File: src/rtl/rep_types_pkg.sv
////////////////////////////////////////////////////////////
// Datapath widths and types for the packet replicator.
// Fixed at 16 destinations; the bit-count and encoder
// logic assume that size.
////////////////////////////////////////////////////////////

package rep_types_pkg;

	localparam int DEST_COUNT = 16;
	localparam int DEST_IDX_W = 4;
	localparam int PRI_W = 3;
	localparam int TAG_W = 8;

	// Holds 0 to DEST_COUNT.
	localparam int COPY_W = 5;

	localparam int QID_W = PRI_W + DEST_IDX_W;
	localparam int QUEUE_DEPTH = 4;

	typedef logic [DEST_COUNT-1:0] dest_vec_t;

	// Priority in the upper bits, destination index below.
	typedef logic [QID_W-1:0] qid_t;

endpackage

File: src/rtl/rep_regs_pkg.sv
////////////////////////////////////////////////////////////
// Register map of the replicator CSR block.
// Counters are read-only and saturate.
////////////////////////////////////////////////////////////

package rep_regs_pkg;

	localparam int WB_ADR_W = 2;
	localparam int WB_DAT_W = 32;
	localparam int CNT_W = 16;

	localparam logic [WB_ADR_W-1:0] REG_CTRL = 2'd0;
	localparam logic [WB_ADR_W-1:0] REG_PORT_MASK = 2'd1;
	localparam logic [WB_ADR_W-1:0] REG_DISCARD_CNT = 2'd2;
	localparam logic [WB_ADR_W-1:0] REG_COPY_CNT = 2'd3;

	localparam logic MCAST_EN_RST = 1'b1;
	localparam logic [15:0] PORT_MASK_RST = 16'hffff;

endpackage

File: src/rtl/rep_item_if.sv
////////////////////////////////////////////////////////////
// Queued request from classifier to expander.
// Transfer on valid and ready; fields held while valid.
////////////////////////////////////////////////////////////

`timescale 1ns/1ps

interface rep_item_if;
	import rep_types_pkg::*;

	logic valid;
	logic ready;
	dest_vec_t vec;
	logic [PRI_W-1:0] pri;
	logic [TAG_W-1:0] tag;
	logic [COPY_W-1:0] copies;

	modport producer (output valid, vec, pri, tag, copies, input ready);
	modport consumer (input valid, vec, pri, tag, copies, output ready);

endinterface

File: src/rtl/rep_classify.sv
////////////////////////////////////////////////////////////
// Request classifier. No input ready: a request that
// meets a full queue is discarded. discard_req comes
// two cycles after enq_req.
////////////////////////////////////////////////////////////

`timescale 1ns/1ps

module rep_classify (
	input  logic clk,
	input  logic rst_n,
	input  logic enq_req,
	input  logic enq_discard,
	input  rep_types_pkg::dest_vec_t enq_vec,
	input  logic [rep_types_pkg::PRI_W-1:0] enq_pri,
	input  logic [rep_types_pkg::TAG_W-1:0] enq_tag,
	input  logic mcast_en,
	input  rep_types_pkg::dest_vec_t port_mask,
	output logic discard_req,
	output logic [rep_types_pkg::TAG_W-1:0] discard_tag,
	rep_item_if.producer item
);
	import rep_types_pkg::*;

	logic req_d1;
	logic discard_d1;
	dest_vec_t vec_d1;
	logic [PRI_W-1:0] pri_d1;
	logic [TAG_W-1:0] tag_d1;
	dest_vec_t masked_vec;
	logic [COPY_W-1:0] dest_cnt;
	logic q_full;
	logic discard_set;
	logic q_wr;
	logic q_rd;
	dest_vec_t q_vec [QUEUE_DEPTH];
	logic [PRI_W-1:0] q_pri [QUEUE_DEPTH];
	logic [TAG_W-1:0] q_tag [QUEUE_DEPTH];
	logic [COPY_W-1:0] q_copies [QUEUE_DEPTH];
	logic [$clog2(QUEUE_DEPTH)-1:0] wr_ptr;
	logic [$clog2(QUEUE_DEPTH)-1:0] rd_ptr;
	logic [$clog2(QUEUE_DEPTH):0] q_count;

	// Staged pairwise bit sum.
	function automatic logic [COPY_W-1:0] bit_sum(input dest_vec_t v);
		logic [1:0] s2 [8];
		logic [2:0] s4 [4];
		logic [3:0] s8 [2];
		for (int i = 0; i < 8; i++)
			s2[i] = 2'(v[2*i]) + 2'(v[2*i+1]);
		for (int i = 0; i < 4; i++)
			s4[i] = 3'(s2[2*i]) + 3'(s2[2*i+1]);
		for (int i = 0; i < 2; i++)
			s8[i] = 4'(s4[2*i]) + 4'(s4[2*i+1]);
		return COPY_W'(s8[0]) + COPY_W'(s8[1]);
	endfunction

	assign masked_vec = vec_d1 & port_mask;
	assign dest_cnt = bit_sum(masked_vec);
	assign q_full = (q_count == ($clog2(QUEUE_DEPTH) + 1)'(QUEUE_DEPTH));
	assign discard_set = req_d1 & (discard_d1 | (dest_cnt == '0) |
		((dest_cnt > COPY_W'(1)) & ~mcast_en) | q_full);
	assign q_wr = req_d1 & ~discard_set;
	assign q_rd = item.valid & item.ready;

	// First word falls through to the interface.
	assign item.valid = (q_count != '0);
	assign item.vec = q_vec[rd_ptr];
	assign item.pri = q_pri[rd_ptr];
	assign item.tag = q_tag[rd_ptr];
	assign item.copies = q_copies[rd_ptr];

	always_ff @(posedge clk)
	begin
		discard_d1 <= enq_discard;
		vec_d1 <= enq_vec;
		pri_d1 <= enq_pri;
		tag_d1 <= enq_tag;
		if (discard_set)
			discard_tag <= tag_d1;
		if (q_wr)
		begin
			q_vec[wr_ptr] <= masked_vec;
			q_pri[wr_ptr] <= pri_d1;
			q_tag[wr_ptr] <= tag_d1;
			q_copies[wr_ptr] <= dest_cnt;
		end
	end

	always_ff @(posedge clk or negedge rst_n)
	begin
		if (!rst_n)
		begin
			req_d1 <= 1'b0;
			discard_req <= 1'b0;
			wr_ptr <= '0;
			rd_ptr <= '0;
			q_count <= '0;
		end
		else
		begin
			req_d1 <= enq_req;
			discard_req <= discard_set;
			if (q_wr)
				wr_ptr <= wr_ptr + 1'b1;
			if (q_rd)
				rd_ptr <= rd_ptr + 1'b1;
			if (q_wr && !q_rd)
				q_count <= q_count + 1'b1;
			else if (q_rd && !q_wr)
				q_count <= q_count - 1'b1;
		end
	end

endmodule

File: src/rtl/rep_expand.sv
////////////////////////////////////////////////////////////
// Copy expander. Issues one enqueue per set destination
// bit, lowest first, one per cycle while rep_bp is low.
// A new item loads when idle or on the last copy.
////////////////////////////////////////////////////////////

`timescale 1ns/1ps

module rep_expand (
	input  logic clk,
	input  logic rst_n,
	input  logic rep_bp,
	output logic rep_enq_req,
	output logic rep_enq_ucast,
	output logic rep_enq_last,
	output logic [rep_types_pkg::COPY_W-1:0] rep_enq_copy_id,
	output rep_types_pkg::qid_t rep_enq_qid,
	output logic [rep_types_pkg::TAG_W-1:0] rep_enq_tag,
	rep_item_if.consumer item
);
	import rep_types_pkg::*;

	logic busy;
	dest_vec_t rem_vec;
	logic [PRI_W-1:0] cur_pri;
	logic [TAG_W-1:0] cur_tag;
	logic [COPY_W-1:0] cur_copies;
	logic [COPY_W-1:0] copy_id;
	logic [DEST_IDX_W-1:0] dest_idx;
	logic last_copy;
	logic load;

	// Index of the lowest set bit.
	function automatic logic [DEST_IDX_W-1:0] low_idx(input dest_vec_t v);
		logic [DEST_IDX_W-1:0] idx;
		idx = '0;
		for (int i = DEST_COUNT - 1; i >= 0; i--)
		begin
			if (v[i])
				idx = DEST_IDX_W'(i);
		end
		return idx;
	endfunction

	assign dest_idx = low_idx(rem_vec);
	assign last_copy = (copy_id == cur_copies - COPY_W'(1));

	assign rep_enq_req = busy & ~rep_bp;
	assign rep_enq_last = rep_enq_req & last_copy;
	assign rep_enq_ucast = rep_enq_req & (cur_copies == COPY_W'(1));
	assign rep_enq_copy_id = copy_id;
	assign rep_enq_qid = {cur_pri, dest_idx};
	assign rep_enq_tag = cur_tag;

	assign item.ready = ~busy | (rep_enq_req & last_copy);
	assign load = item.valid & item.ready;

	always_ff @(posedge clk)
	begin
		if (load)
		begin
			rem_vec <= item.vec;
			cur_pri <= item.pri;
			cur_tag <= item.tag;
			cur_copies <= item.copies;
		end
		else if (rep_enq_req)
			// Drops the lowest set bit.
			rem_vec <= rem_vec & (rem_vec - 1'b1);
	end

	always_ff @(posedge clk or negedge rst_n)
	begin
		if (!rst_n)
		begin
			busy <= 1'b0;
			copy_id <= '0;
		end
		else if (load)
		begin
			busy <= 1'b1;
			copy_id <= '0;
		end
		else if (rep_enq_req)
		begin
			busy <= ~last_copy;
			copy_id <= copy_id + 1'b1;
		end
	end

endmodule

File: src/rtl/rep_csr.sv
////////////////////////////////////////////////////////////
// Wishbone classic registers. Ack and read data come one
// cycle after the strobe. Counter writes are ignored.
////////////////////////////////////////////////////////////

`timescale 1ns/1ps

module rep_csr (
	input  logic clk,
	input  logic rst_n,
	input  logic wb_cyc,
	input  logic wb_stb,
	input  logic wb_we,
	input  logic [rep_regs_pkg::WB_ADR_W-1:0] wb_adr,
	input  logic [rep_regs_pkg::WB_DAT_W-1:0] wb_dat_w,
	input  logic discard_evt,
	input  logic copy_evt,
	output logic [rep_regs_pkg::WB_DAT_W-1:0] wb_dat_r,
	output logic wb_ack,
	output logic mcast_en,
	output rep_types_pkg::dest_vec_t port_mask
);
	import rep_types_pkg::*;
	import rep_regs_pkg::*;

	logic access;
	logic [CNT_W-1:0] discard_cnt;
	logic [CNT_W-1:0] copy_cnt;
	logic [WB_DAT_W-1:0] rd_mux;

	// One ack per strobe.
	assign access = wb_cyc & wb_stb & ~wb_ack;

	always_comb
	begin
		case (wb_adr)
			REG_CTRL:        rd_mux = {{(WB_DAT_W-1){1'b0}}, mcast_en};
			REG_PORT_MASK:   rd_mux = {{(WB_DAT_W-DEST_COUNT){1'b0}}, port_mask};
			REG_DISCARD_CNT: rd_mux = {{(WB_DAT_W-CNT_W){1'b0}}, discard_cnt};
			default:         rd_mux = {{(WB_DAT_W-CNT_W){1'b0}}, copy_cnt};
		endcase
	end

	always_ff @(posedge clk)
	begin
		if (access)
			wb_dat_r <= rd_mux;
	end

	always_ff @(posedge clk or negedge rst_n)
	begin
		if (!rst_n)
		begin
			wb_ack <= 1'b0;
			mcast_en <= MCAST_EN_RST;
			port_mask <= PORT_MASK_RST;
			discard_cnt <= '0;
			copy_cnt <= '0;
		end
		else
		begin
			wb_ack <= access;
			if (access && wb_we && wb_adr == REG_CTRL)
				mcast_en <= wb_dat_w[0];
			if (access && wb_we && wb_adr == REG_PORT_MASK)
				port_mask <= wb_dat_w[DEST_COUNT-1:0];
			// Saturate at all ones.
			if (discard_evt && discard_cnt != '1)
				discard_cnt <= discard_cnt + 1'b1;
			if (copy_evt && copy_cnt != '1)
				copy_cnt <= copy_cnt + 1'b1;
		end
	end

endmodule

File: src/rtl/replicator_top.sv
////////////////////////////////////////////////////////////
// Packet replicator top. enq_req has no ready; overflow
// shows up on discard_req. Wishbone classic, one access
// at a time.
////////////////////////////////////////////////////////////

`timescale 1ns/1ps

module replicator_top (
	input  logic clk,
	input  logic rst_n,
	input  logic enq_req,
	input  logic enq_discard,
	input  rep_types_pkg::dest_vec_t enq_vec,
	input  logic [rep_types_pkg::PRI_W-1:0] enq_pri,
	input  logic [rep_types_pkg::TAG_W-1:0] enq_tag,
	input  logic rep_bp,
	output logic rep_enq_req,
	output logic rep_enq_ucast,
	output logic rep_enq_last,
	output logic [rep_types_pkg::COPY_W-1:0] rep_enq_copy_id,
	output rep_types_pkg::qid_t rep_enq_qid,
	output logic [rep_types_pkg::TAG_W-1:0] rep_enq_tag,
	output logic discard_req,
	output logic [rep_types_pkg::TAG_W-1:0] discard_tag,
	input  logic wb_cyc,
	input  logic wb_stb,
	input  logic wb_we,
	input  logic [rep_regs_pkg::WB_ADR_W-1:0] wb_adr,
	input  logic [rep_regs_pkg::WB_DAT_W-1:0] wb_dat_w,
	output logic [rep_regs_pkg::WB_DAT_W-1:0] wb_dat_r,
	output logic wb_ack
);
	import rep_types_pkg::*;

	logic mcast_en;
	dest_vec_t port_mask;

	rep_item_if item_bus ();

	rep_classify u_classify (
		.clk(clk), .rst_n(rst_n),
		.enq_req(enq_req), .enq_discard(enq_discard), .enq_vec(enq_vec),
		.enq_pri(enq_pri), .enq_tag(enq_tag),
		.mcast_en(mcast_en), .port_mask(port_mask),
		.discard_req(discard_req), .discard_tag(discard_tag),
		.item(item_bus.producer)
	);

	rep_expand u_expand (
		.clk(clk), .rst_n(rst_n), .rep_bp(rep_bp),
		.rep_enq_req(rep_enq_req), .rep_enq_ucast(rep_enq_ucast),
		.rep_enq_last(rep_enq_last), .rep_enq_copy_id(rep_enq_copy_id),
		.rep_enq_qid(rep_enq_qid), .rep_enq_tag(rep_enq_tag),
		.item(item_bus.consumer)
	);

	// Every issued copy is counted.
	rep_csr u_csr (
		.clk(clk), .rst_n(rst_n),
		.wb_cyc(wb_cyc), .wb_stb(wb_stb), .wb_we(wb_we), .wb_adr(wb_adr),
		.wb_dat_w(wb_dat_w), .discard_evt(discard_req), .copy_evt(rep_enq_req),
		.wb_dat_r(wb_dat_r), .wb_ack(wb_ack),
		.mcast_en(mcast_en), .port_mask(port_mask)
	);

endmodule

File: config.mk
export PLATFORM = sky130hd
export DESIGN_NAME = replicator_top
export DESIGN_NICKNAME = d
export VERILOG_FILES = /design/src/rtl/rep_types_pkg.sv /design/src/rtl/rep_regs_pkg.sv /design/src/rtl/rep_item_if.sv /design/src/rtl/rep_classify.sv /design/src/rtl/rep_expand.sv /design/src/rtl/rep_csr.sv /design/src/rtl/replicator_top.sv
export SDC_FILE = /design/constraint.sdc
export NUM_CORES = 1
export LEC_CHECK = 0
export BUFFER_PORTS_ARGS = -buffer_cell sky130_fd_sc_hd__buf_4
export CORE_ASPECT_RATIO = 0.5
export CORE_MARGIN = 2
export CORE_UTILIZATION = 35
export CTS_CLUSTER_SIZE = 8
export DETAILED_ROUTE_END_ITERATION = 10
export GPL_TIMING_DRIVEN = 0
export MAX_ROUTING_LAYER = met4
export SYNTH_ARGS = -nofsm -noshare
export SYNTH_HDL_FRONTEND = slang
export SYNTH_HIERARCHICAL = 1
export SYNTH_SLANG_ARGS = --single-unit
File: constraint.sdc
create_clock -name clk -period 10.51 [get_ports clk]
set_input_delay 1.5765 -clock clk [delete_from_list [all_inputs] [get_ports clk]]
set_output_delay 1.5765 -clock clk [all_outputs]
set_load 0.05 [all_outputs]
# Word level (Yosys, flattened, before mapping)
# Memories as Yosys holds them, arrays and structs flattened. A register that Yosys moved wholly into a read port is not among the register bits.
# Cells that the tools add are included.
[op_classes] bitwise=21 eq_ne=7 n_reduce_logical=14 muxes=27 shift=0 div=0 n_lt_le_gt_ge=1 n_addsub=24 mul=0
[ops] cell="4-bit two-way mux" n=16
[ops] cell="16-bit case mux with 3 select lines" n=1
[ops] cell="16-bit by 1-bit adder with 16-bit output (second input constant)" n=2
[ops] cell="16-bit AND" n=2
[ops] cell="16-bit two-way mux" n=2
[ops] cell="16-bit != test (second input constant)" n=2
[ops] cell="1-bit by 1-bit adder with 2-bit output" n=8
[ops] cell="16-bit by 1-bit subtractor with 16-bit output (second input constant)" n=1
[ops] cell="2-bit by 2-bit adder with 3-bit output" n=4
[ops] cell="5-bit two-way mux" n=2
[ops] cell="1-bit AND" n=9
[ops] cell="3-bit by 3-bit adder with 4-bit output" n=2
[ops] cell="1-bit logical AND" n=7
[ops] cell="3-bit two-way mux" n=2
[ops] cell="1-bit NOT" n=6
[ops] cell="4-bit by 4-bit adder with 5-bit output" n=1
[ops] cell="5-bit by 1-bit adder with 5-bit output (second input constant)" n=1
[ops] cell="5-bit by 1-bit == test with 1-bit output (second input constant)" n=1
[ops] cell="5-bit == test" n=1
[ops] cell="5-bit by 1-bit > comparator with 1-bit output (second input constant)" n=1
[ops] cell="5-bit zero test" n=1
[ops] cell="5-bit by 1-bit subtractor with 5-bit output (second input constant)" n=1
[ops] cell="2-bit by 1-bit adder with 2-bit output (second input constant)" n=2
[ops] cell="1-bit two-way mux" n=4
[ops] cell="other kinds (10)" n=15
[word_totals] wordCells=117 in_bits=69 ram_bits=128 n_memories=4 regBits=149 rom_bits=0 output_inout_bits=65 latch_bits=0
[memory_table] memory="u_classify.q_vec" words=4 word_bits=16 rd=1 rd_ports_with_merged_regs=0 wr=1 line="rep_classify.sv:36" source="dest_vec_t q_vec [QUEUE_DEPTH];"
[memory_table] memory="u_classify.q_tag" words=4 word_bits=8 rd=1 rd_ports_with_merged_regs=1 wr=1 line="rep_classify.sv:38" source="logic [TAG_W-1:0] q_tag [QUEUE_DEPTH];"
[memory_table] memory="u_classify.q_copies" words=4 word_bits=5 rd=1 rd_ports_with_merged_regs=1 wr=1 line="rep_classify.sv:39" source="logic [COPY_W-1:0] q_copies [QUEUE_DEPTH];"
[memory_table] memory="u_classify.q_pri" words=4 word_bits=3 rd=1 rd_ports_with_merged_regs=1 wr=1 line="rep_classify.sv:37" source="logic [PRI_W-1:0] q_pri [QUEUE_DEPTH];"

# Longest topological paths before layout
# Gate-level depths: netlist of run 1.
[depth] ltp_word=16 mapped_depth=22

# By module
# The synthesis of run 1 kept the hierarchy.
[by_module_without_submodules] module="rep_classify" area_per_inst_um2=6427.4 n_inst=1 seq_area_each_um2=4869.7 cells_each=313
[by_module_without_submodules] module="rep_csr" area_per_inst_um2=3231.8 n_inst=1 seq_area_each_um2=1752.9 cells_each=255
[by_module_without_submodules] module="rep_expand" area_per_inst_um2=2361.0 n_inst=1 seq_area_each_um2=1111.1 cells_each=230

# Least setup slack after synthesis of run 1
# OpenSTA, ideal clock, no wires.
[synth_timing] kind="flip-flop to flip-flop" from="reg u_csr.port_mask[3]" to="reg u_classify.q_count[2]" arrival_ns=5.256 setup_ns=0.079 setup_slack_ns=5.175 period_less_slack_ns=5.335 t_required_ns=10.431 stages_incl_launch_ff=23 path_cell_list="dfstp_2 > and2_1 > inv_1 > fa_1 > inv_1 > fa_1 > fa_1 > inv_1 > fa_1 > inv_1 > ha_1 > fa_1 > a211o_1 > a21oi_2 > o21ai_2 > mux2_4 > inv_1 > ha_1 > inv_1 > fa_1 > xor2_1 > nor2_1 > xor2_1"
[synth_via] elab_chain_len=15 elab_cells_between_ends=19
[synth_rtl] element="from (decl)" line="rep_csr.sv:21" source="output rep_types_pkg::dest_vec_t port_mask"
[synth_rtl] element="from (signal assigned)" line="rep_csr.sv:66" source="port_mask <= wb_dat_w[DEST_COUNT-1:0];"
[synth_rtl] element="16-bit AND (*)" line="rep_classify.sv:58" source="assign masked_vec = vec_d1 & port_mask;"
[synth_rtl] element="via u_classify.masked_vec[3]" line="rep_classify.sv:30" source="dest_vec_t masked_vec;"
[synth_rtl] element="1-bit by 1-bit adder with 2-bit output (*)" line="rep_classify.sv:50" source="s2[i] = 2'(v[2*i]) + 2'(v[2*i+1]);"
[synth_rtl] element="2-bit by 2-bit adder with 3-bit output (*)" line="rep_classify.sv:52" source="s4[i] = 3'(s2[2*i]) + 3'(s2[2*i+1]);"
[synth_rtl] element="3-bit by 3-bit adder with 4-bit output (*)" line="rep_classify.sv:54" source="s8[i] = 4'(s4[2*i]) + 4'(s4[2*i+1]);"
[synth_rtl] element="4-bit by 4-bit adder with 5-bit output (*)" line="rep_classify.sv:55" source="return COPY_W'(s8[0]) + COPY_W'(s8[1]);"
[synth_rtl] element="5-bit by 1-bit > comparator with 1-bit output / 5-bit zero test (equally long branches)" line="rep_classify.sv:62, rep_classify.sv:61"
[synth_rtl] element="1-bit AND / 1-bit OR (equally long branches)" line="rep_classify.sv:62, rep_classify.sv:61"
[synth_rtl] element="1-bit OR (*)" line="rep_classify.sv:61" source="assign discard_set = req_d1 & (discard_d1 | (dest_cnt == '0) |"
[synth_rtl] element="1-bit OR (*)" line="rep_classify.sv:62" source="((dest_cnt > COPY_W'(1)) & ~mcast_en) | q_full);"
[synth_rtl] element="1-bit AND (*)" line="rep_classify.sv:61"
[synth_rtl] element="1-bit NOT (*)" line="rep_classify.sv:63" source="assign q_wr = req_d1 & ~discard_set;"
[synth_rtl] element="1-bit AND (*)" line="rep_classify.sv:63"
[synth_rtl] element="via u_classify.q_wr" line="rep_classify.sv:34" source="logic q_wr;"
[synth_rtl] element="1-bit zero test" line="rep_classify.sv:110" source="else if (q_rd && !q_wr)"
[synth_rtl] element="1-bit logical AND" line="rep_classify.sv:110"
[synth_rtl] element="2-bit nonzero test (no source line)"
[synth_rtl] element="to (signal assigned)" line="rep_classify.sv:109" source="q_count <= q_count + 1'b1;"
[synth_rtl] element="to (signal assigned)" line="rep_classify.sv:111" source="q_count <= q_count - 1'b1;"
[synth_rtl] element="to (decl)" line="rep_classify.sv:42" source="logic [$clog2(QUEUE_DEPTH):0] q_count;"
# The timed path passes the listed nets; every way through them passes the cells marked *.
# A chain may end at the register's enable or synchronous reset.

# Final worst setup path of run 1
[layout_timing] from="reg u_csr.port_mask[3]" to="mem u_classify.q_pri[2][1] (enable)"
[layout_via] elab_chain_len=14 elab_cells_between_ends=16
[layout_rtl] element="16-bit AND (*)" line="rep_classify.sv:58"
[layout_rtl] element="via u_classify.masked_vec[3]" line="rep_classify.sv:30"
[layout_rtl] element="1-bit by 1-bit adder with 2-bit output (*)" line="rep_classify.sv:50"
[layout_rtl] element="2-bit by 2-bit adder with 3-bit output (*)" line="rep_classify.sv:52"
[layout_rtl] element="3-bit by 3-bit adder with 4-bit output (*)" line="rep_classify.sv:54"
[layout_rtl] element="4-bit by 4-bit adder with 5-bit output (*)" line="rep_classify.sv:55"
[layout_rtl] element="5-bit by 1-bit > comparator with 1-bit output / 5-bit zero test (equally long branches)" line="rep_classify.sv:62, rep_classify.sv:61"
[layout_rtl] element="1-bit AND / 1-bit OR (equally long branches)" line="rep_classify.sv:62, rep_classify.sv:61"
[layout_rtl] element="1-bit OR (*)" line="rep_classify.sv:61"
[layout_rtl] element="1-bit OR (*)" line="rep_classify.sv:62"
[layout_rtl] element="1-bit AND (*)" line="rep_classify.sv:61"
[layout_rtl] element="1-bit NOT (*)" line="rep_classify.sv:63"
[layout_rtl] element="1-bit AND (*)" line="rep_classify.sv:63"
[layout_rtl] element="1-bit two-way mux (*)" line="rep_classify.sv:81" source="if (q_wr)"
[layout_rtl] element="1-bit two-way mux (not written as such) (*)" line="rep_classify.sv:84" source="q_pri[wr_ptr] <= pri_d1;"
[layout_rtl] element="to (decl)" line="rep_classify.sv:37"
# Marked as above.

==> results of run 1 <==
power by group through the flow:
| stage | Clock, mW | Sequential, mW | Combinational, mW |
|---|---|---|---|
| after floorplan | 0 | 1.69 | 0.822 |
| after global placement | 0 | 1.63 | 1.22 |
| after detailed placement | 0 | 1.64 | 1.26 |
| after CTS | 1.20 | 1.62 | 1.27 |
| after global routing | 1.25 | 1.65 | 1.37 |
| final | 1.18 | 1.62 | 1.25 |
metal layers:
layer | vias up | wire (um)
met5 | - | 0
met4 | 0 | 542
met3 | 42 | 1130
met2 | 131 | 13000
met1 | 3608 | 12000
li1 | 3309 | -
cell families after synthesis:
family | count (synthesis)
adders and majority gates | 26
DFF | 277
and+or+nand+nor | 203
buffers and inverters | 88
other | 1
AOI/OAI and AO/OA | 93
xor gates and xnor gates | 40
muxes | 70
state kept, by name (all words and copies together), names as in the netlist, 3 cells and up:
name,count
u_expand/rep_enq_copy_id,5
u_csr/port_mask,16
u_classify/q_tag,32
u_classify/tag_d1,8
u_classify/discard_tag,8
u_expand/rep_enq_tag,8
u_classify/q_pri,12
u_classify/q_count,3
u_classify/q_copies,20
u_csr/copy_cnt,16
u_classify/vec_d1,16
u_expand/rem_vec,16
u_csr/wb_dat_r,16
u_expand/cur_copies,5
u_expand/cur_pri,3
u_csr/discard_cnt,16
u_classify/q_vec,64
u_classify/pri_d1,3
layout by cell type, fill, tap and decap left out, types with 4 or more instances in the layout:
master	n
nor2b_1	7
xnor2_1	16
or2_2	5
fa_1	11
a21oi_1	19
clkbuf_16	41
nand3b_1	9
and2b_2	4
inv_1	39
mux4_2	33
edfxtp_1	184
nor4_1	5
nor2_1	36
dfxtp_1	28
a221oi_1	5
nor3_1	17
o41ai_2	4
mux2_2	32
xor2_1	24
and2_1	10
dfstp_2	17
ha_1	15
and3_1	4
mux2_4	4
clkbuf_1	42
nand2_1	30
nand3_1	25
a31oi_1	4
buf_4	117
buf_2	15
dfrtp_1	48
o21ai_1	4
a22o_1	15
nand4_1	25
conb_1	16
a211oi_1	10
nand2b_1	4
o21ai_0	5
worst paths after layout:
check / start / to / cells after the start
min: u_csr/discard_cnt[7]$_DFFE_PN0P_ / u_csr/discard_cnt[7]$_DFFE_PN0P_ / 1
max reg2reg: u_csr/port_mask[3]$_DFFE_PN1P_ / u_classify/q_pri[2][1]$_DFFE_PP_ / 16
max: u_csr/port_mask[3]$_DFFE_PN1P_ / u_classify/q_pri[2][1]$_DFFE_PP_ / 16
max in group asynchronous: rst_n / u_csr/discard_cnt[2]$_DFFE_PN0P_ / 1
min in group asynchronous: rst_n / u_expand/rep_enq_copy_id[4]$_DFFE_PN0P_ / 1
min reg2reg: u_csr/discard_cnt[7]$_DFFE_PN0P_ / u_csr/discard_cnt[7]$_DFFE_PN0P_ / 1
metrics by stage:
stage | power, mW | cell area, um2 | utilization [%] | hold slack [ps]
floorplan | 2.52 | 12100 | - | 438
global placement | 2.85 | 13400 | 40.0 | 453
detailed placement | 2.90 | 13400 | 40.0 | 480
CTS | 4.10 | 14600 | 43.5 | 492
global route | 4.27 | 14600 | 43.5 | 504
finish | 4.05 | 14600 | 43.5 | 485
worst reg2reg max path, stage by stage (launching register included):
cell and delay, ps:
dfstp_2 570, and2_1 250, inv_1 80, fa_1 500
inv_1 60, fa_1 480, fa_1 530, inv_1 60
fa_1 480, inv_1 50, ha_1 210, fa_1 440
a211o_1 300, a21oi_2 140, o21ai_2 90, mux2_4 350
and2b_2 860
area by class of cell:
cell class	instances	area, um2	share of cell area (%)
multi-input combinational	448	3910	26.9
clock buffer	71	1140	7.83
sequential	277	7730	53.2
buffer	49	289	1.99
timing repair buffer	101	758	5.21
clock inverter	3	22.5	0.155
tap	441	552	3.79
inverter	39	146	1.01
==> results.md, run 1 <==
- Status: completed
- Met1 Use GR: 19.5%
- FMAX: 0.171 GHz
- Clock Skews: 12.8 ps
- Pint: 2.70 mW
- Root Buffer: clkbuf_16
- Fin Setup TNS: 0 ps
- Number of global-route vias before repair: 7,357
- Crit end category: flip-flop
- Unrepaired setup endpoints after global routing: no
- Global route hottest layer: met2
- Slowest CP cell: and2b_2
- I/O Pins: 134
- Reg2reg setup slack: 4660 ps
- Crit path cell chain: and2_1 > inv_1 > fa_1 > inv_1 > fa_1 > fa_1 > inv_1 > fa_1 > inv_1 > ha_1 > fa_1 > a211o_1 > a21oi_2 > o21ai_2 > mux2_4 > and2b_2
- Worst EP arrival: 5980 ps
- Area share of and/or/nand/nor cells after synthesis: 9.47%
- Crit start category: flip-flop
- Yosys top cell area share: 46.0%
- Synth warnings: 6
- Fin cells: 1,429
- Die W: 266 um
- Post-detailed-placement half-perimeter wirelength: 18,200 um
- Multiplexer share of the synthesized area: 9.76%
- Longest Clk Path Bufs: 3
- M2 GR Usage: 25.1%
- Clock Latency Late Sink: 520 ps
- Ys async rst share: 23.5%
- H-tree depth: 2
- Full die area: 35,900 um2
- Clock power frac: 29.0%
- Grt met3 use: 3.03%
- Final ANT Viol Nets: 0
- Most repeated library cell on the critical path: fa_1
- Worst Path Buf+Inv: 4
- TritonCTS clock tree: yes
- Clock transition at path regs: 50 ps
- EDFF count, synth: 184
- Pwr Density: 278 nW/um2
- Final Setup Violations: 0
- Register area share after synthesis: 64.3%
- Leak: 5.64 nW
- Number of remaining DRC errors: 0
- Largest family of logic cells by synthesized area: multiplexers
- Layout cells sized above 1: 30.0%
- Wire length per cell after detailed routing: 18.7 um
- Hold Crit Class: reg2reg
- Minimum clock period: 5850 ps
- GRT Util Overall: 15.3%
- Nets: 1,051
- Wirelength, routed: 26,700 um
- Synth area leader: edfxtp_1
- Post-Synth Adder-Cell Area: 3.39%
- Routed vias: 7,090
- Fill count: 2,964
- Inserted Diodes: 0
- Fin crit share: 55.7%
- FP Rows: 47
- Synthesized flop and latch total: 277
- Inst Count DP: 1,355
- Worst slack, placed: 4600 ps
- Initial Util: 35.9%
- Cts hold-fix bufs: 0
- Final hold vios: 0
- Max-cap violations: 0
- CP delay by family, top: adder cells
- Largest cells by area after synthesis: edfxtp_1 (46%), dfrtp_1 (10%), mux4_2 (6.2%)
- Gpl congestion: 0.868
- Max Slew Vio Count: 0
- Worst slew pin tran: 955 ps
- Most frequent cells after synthesis: edfxtp_1 (184), dfrtp_1 (48), inv_1 (39)
- Synth Area in Compound Gates: 6.46%
- Critical Path Fanout Max: 32
- Synth Instances: 798
- Total gr overflow: 0
- Count leader, synth: edfxtp_1
- Initial drt markers: 579
- Distinct cells, synth: 69
- Synth Flop Type: edfxtp_1
- Core box area: 33,500 um2
- Vias per cell: 4.96
- Setup repair bufs after CTS: 0
- CTS resizes: 0
- Max_slew headroom: 36.3%
- Mean area per synthesized cell: 15.1 um2
- Final worst slack: 4660 ps
- Reg power frac: 40.0%
- Global-route wire length before repair: 41,000 um
- Switching share of total power: 33.3%
- I/O Buffers: 100
- Die Y: 135 um
- Post-Synth XOR/XNOR Area: 2.91%
- Clock sink total: 277
- Crit Path Class: reg2reg
- VDD IR-drop max: 0.122 mV
- CTS Buf Count: 40
- Power share of the combinational group: 30.9%
- First-pass DRT Iterations: 5
- Initial antenna violation count: 0
- Area grow syn2layout: 21.0%
- Worst EP required: 10,650 ps
- Sw power: 1.35 mW
- Pin count of the biggest net entering global routing: 66
- Crit path largest cell delay: 850 ps
- Mapped Area: 12,000 um2
Note: power is estimated with default switching activity, not from simulation.
==> run 2: changes to the inputs <==
ABC_AREA = 1   (was not set)
clock period = 6 ns   (was 10.51 ns; I/O delays follow)
==> results.md, run 2 <==
- Status: completed
- Total power: 6.69 mW (+65%)
- Clock sink total: 277 (unchanged)
- Initial antenna violation count: 0 (unchanged)
- EDFF count, synth: 184 (unchanged)
- Worst slew pin tran: 900 ps (-54.8 ps)
- Post-detailed-placement half-perimeter wirelength: 21,000 um (+15%)
- Mean area per synthesized cell: 10.7 um2 (-29%)
- Final ANT Viol Nets: 0 (unchanged)
- I/O Pins: 134 (unchanged)
- Synth Flop Type: edfxtp_1
- Vias per cell: 4.81 (-3.1%)
- Max-cap violations: 0 (unchanged)
- Final hold vios: 0 (unchanged)
- Crit start category: flip-flop
- Nets: 1,389 (+32%)
- Final Setup Violations: 0 (unchanged)
- Most common cell after layout, fill and taps aside: nand2_1
- Unrepaired setup endpoints after global routing: no
- Total gr overflow: 0 (unchanged)
- CTS resizes: 0 (unchanged)
- Setup repair bufs after CTS: 0 (unchanged)
- Crit end category: flip-flop
- FMAX: 0.176 GHz (+3.0%)
- Slowest CP cell: fa_1
- Root Buffer: clkbuf_16
- Multi-input gate area: 3620 um2 (-7.4%)
- Synth warnings: 6 (unchanged)
- Inserted Diodes: 0 (unchanged)
- Synth Instances: 1,131 (+42%)
- Clock Latency Late Sink: 520 ps (about the same)
- GRT Util Overall: 17.4% (+2.1 points)
- Worst EP required: 6380 ps (-4270 ps)
- Fin area: 14,700 um2 (+1.3%)
- Layout cells sized above 1: 18.7% (-11 points)
- Crit path cell chain: nand2_1 > fa_1 > inv_1 > fa_1 > fa_1 > inv_1 > fa_1 > inv_1 > ha_1 > fa_2 > nand3b_1 > nor2_2 > nand2_1 > nand2_2 > nand4_4 > inv_1 > ha_1 > inv_1 > fa_1 > a21oi_1 > o21ai_0 > xor2_1
- Number of remaining DRC errors: 0 (unchanged)
- Final hold slack: 481 ps (-3.95 ps)
- Placed inst area: 13,600 um2 (+1.5%)
- Initial Util: 35.3% (-0.66 points)
- First-pass DRT Iterations: 6 (+1)
- Wire length per cell after detailed routing: 16.7 um (-10%)
- VDD IR-drop max: 0.259 mV (+110%)
- Max_slew headroom: 40.0% (+3.7 points)
- Clock Skews: 14.2 ps (+1.37 ps)
- Ys async rst share: 23.5% (unchanged)
- Reg2reg path depth: 22 (+6)
- Longest Clk Path Bufs: 3 (unchanged)
- Routed vias: 8,531 (+20%)
- Synth area leader: edfxtp_1
- Gpl congestion: 0.852 (-1.8%)
- Fin crit share: 94.7% (+39 points)
- Most frequent cells after synthesis: nand2_1 (246), edfxtp_1 (184), inv_1 (135)
- TritonCTS clock tree: yes
- Max Slew Vio Count: 0 (unchanged)
- Full die area: 36,100 um2 (+0.41%)
- Count leader, synth: nand2_1
- Worst r2r src: u_csr/port_mask[0]$_DFFE_PN1P_
- Minimum clock period: 5680 ps (-170 ps)
- Synthesized flop and latch total: 277 (unchanged)
- Die W: 267 um (+0.20%)
- Leak: 6.09 nW (+8.0%)
- CP endpoint: u_classify/q_count[2]$_DFFE_PN0P_
- Fill count: 3,258 (+9.9%)
- Pin count of the biggest net entering global routing: 66 (unchanged)
- Mapped Area: 12,100 um2 (+0.42%)
- Number of global-route vias before repair: 8,684 (+18%)
- CP startpoint: u_csr/port_mask[0]$_DFFE_PN1P_
- Pwr Density: 454 nW/um2 (+63%)
- Register area share after synthesis: 64.1% (-0.27 points)
- Hold Crit Class: in2reg
- Yosys top cell area share: 45.8% (-0.19 points)
- Reg2reg setup slack: 320 ps (-4340 ps)
- Wirelength, routed: 29,700 um (+11%)
- Crit path largest cell delay: 580 ps (-270 ps)
- Clock transition at path regs: 50 ps (about the same)
- FP Rows: 48 (+2.1%)
- Crit Path Class: reg2reg
- Initial drt markers: 659 (+14%)
- R2R Path End: u_classify/q_count[2]$_DFFE_PN0P_
- Distinct cells, synth: 43 (-38%)
- Core box area: 34,200 um2 (+2.3%)
- CTS Buf Count: 40 (unchanged)
- Commonest cells after routing, fill and taps aside: nand2_1 (245), edfxtp_1 (184), inv_1 (135)
- Die Y: 135 um (+0.20%)
- Max reg flops: 64 (unchanged)
- Global-route wire length before repair: 46,900 um (+14%)
- Biggest regs: u_classify/q_vec x64, u_classify/q_tag x32, u_classify/q_copies x20
- Area grow syn2layout: 22.1%
- Worst EP arrival: 6060 ps (+80 ps)
- I/O Buffers: 101 (+1.0%)
- Largest cells by area after synthesis: edfxtp_1 (46%), dfrtp_1 (10%), nand2_1 (7.7%)
- Cts hold-fix bufs: 0 (unchanged)
- Largest reg by FF count: u_classify/q_vec
- Critical Path Fanout Max: 7 (-78%)
- H-tree depth: 2 (unchanged)
- Sequential Area: 7730 um2 (unchanged)
==> run 2: area by class of cell <==
class | count | area share [%]
Timing Repair Buffer | 106 | 5.89
Sequential cell | 277 | 52.5
Clock inverter | 3 | 0.204
Inverter | 139 | 3.56
Buffer | 47 | 1.93
Multi-Input combinational cell | 683 | 24.6
Clock buffer | 70 | 7.56
Tap cell | 450 | 3.82
==> run 2: how the worst min path moves through the flow <==
stage                     depth (start not counted)                          from  slack (ps)                          endpoint
after floorplan                                   0  u_classify/pri_d1[0]$_DFF_P_         440  u_classify/q_pri[0][0]$_DFFE_PP_
after global placement                            0  u_classify/pri_d1[1]$_DFF_P_         450  u_classify/q_pri[3][1]$_DFFE_PP_
after detailed placement                          0  u_classify/pri_d1[1]$_DFF_P_         480  u_classify/q_pri[0][1]$_DFFE_PP_
after CTS                                         1                    enq_pri[0]         460      u_classify/pri_d1[0]$_DFF_P_
after global routing                              1                    enq_vec[9]         460      u_classify/vec_d1[9]$_DFF_P_
final                                             1                    enq_pri[0]         480      u_classify/pri_d1[0]$_DFF_P_
==> run 2: report_power, final <==
part	switching, mW	internal [mW]
Clock	0.793	1.25
Sequential	0.184	2.49
Combinational	1.36	0.616
==> run 2: cells by family (layout without fill, tap and decap cells) <==
kind of cell | Yosys count | count (layout) | synth area share (%)
buffers and inverters | 186 | 365 | 6.70
XOR/XNOR | 21 | 21 | 1.52
other | 1 | 16 | 0.0311
adder cells (fa/ha/maj) | 26 | 26 | 3.38
AO/OA/AOI/OAI | 162 | 162 | 7.92
flip-flops | 277 | 277 | 64.1
AND/OR/NAND/NOR | 458 | 458 | 16.4
==> run 2: metal layers <==
metal	GRT usage, %	share of wire, %	up-vias
li1	-	-	4098
met1	21.8	44	4179
met2	29.3	50	217
met3	3.22	5.0	37
met4	4.37	1.4	0
met5	-	0	-
==> run 2: through the flow <==
| step | setup slack, ps | utilization (%) | TNS, ps | instances |
|---|---|---|---|---|
| 2_1_floorplan | 262 | - | 0 | 1146 |
| 3_3_place_gp | -1280 | 39.3 | -128590 | 1697 |
| 3_5_place_dp | 292 | 39.7 | 0 | 1702 |
| 4_1_cts | 247 | 43.0 | 0 | 1775 |
| 5_1_grt | 49.4 | 43.0 | 0 | 1775 |
| 6_report | 320 | 43.0 | 0 | 1775 |
==> run 2: critical path, delay by kind of cell (launching register included) <==
kind                       cells  cell delay [ps]
and+or+nand+nor                6              890
xor gates and xnor gates       1              170
buffers and inverters          5              360
DFF                            1              550
adders and majority gates      8             3310
AOI/OAI and AO/OA              2              280
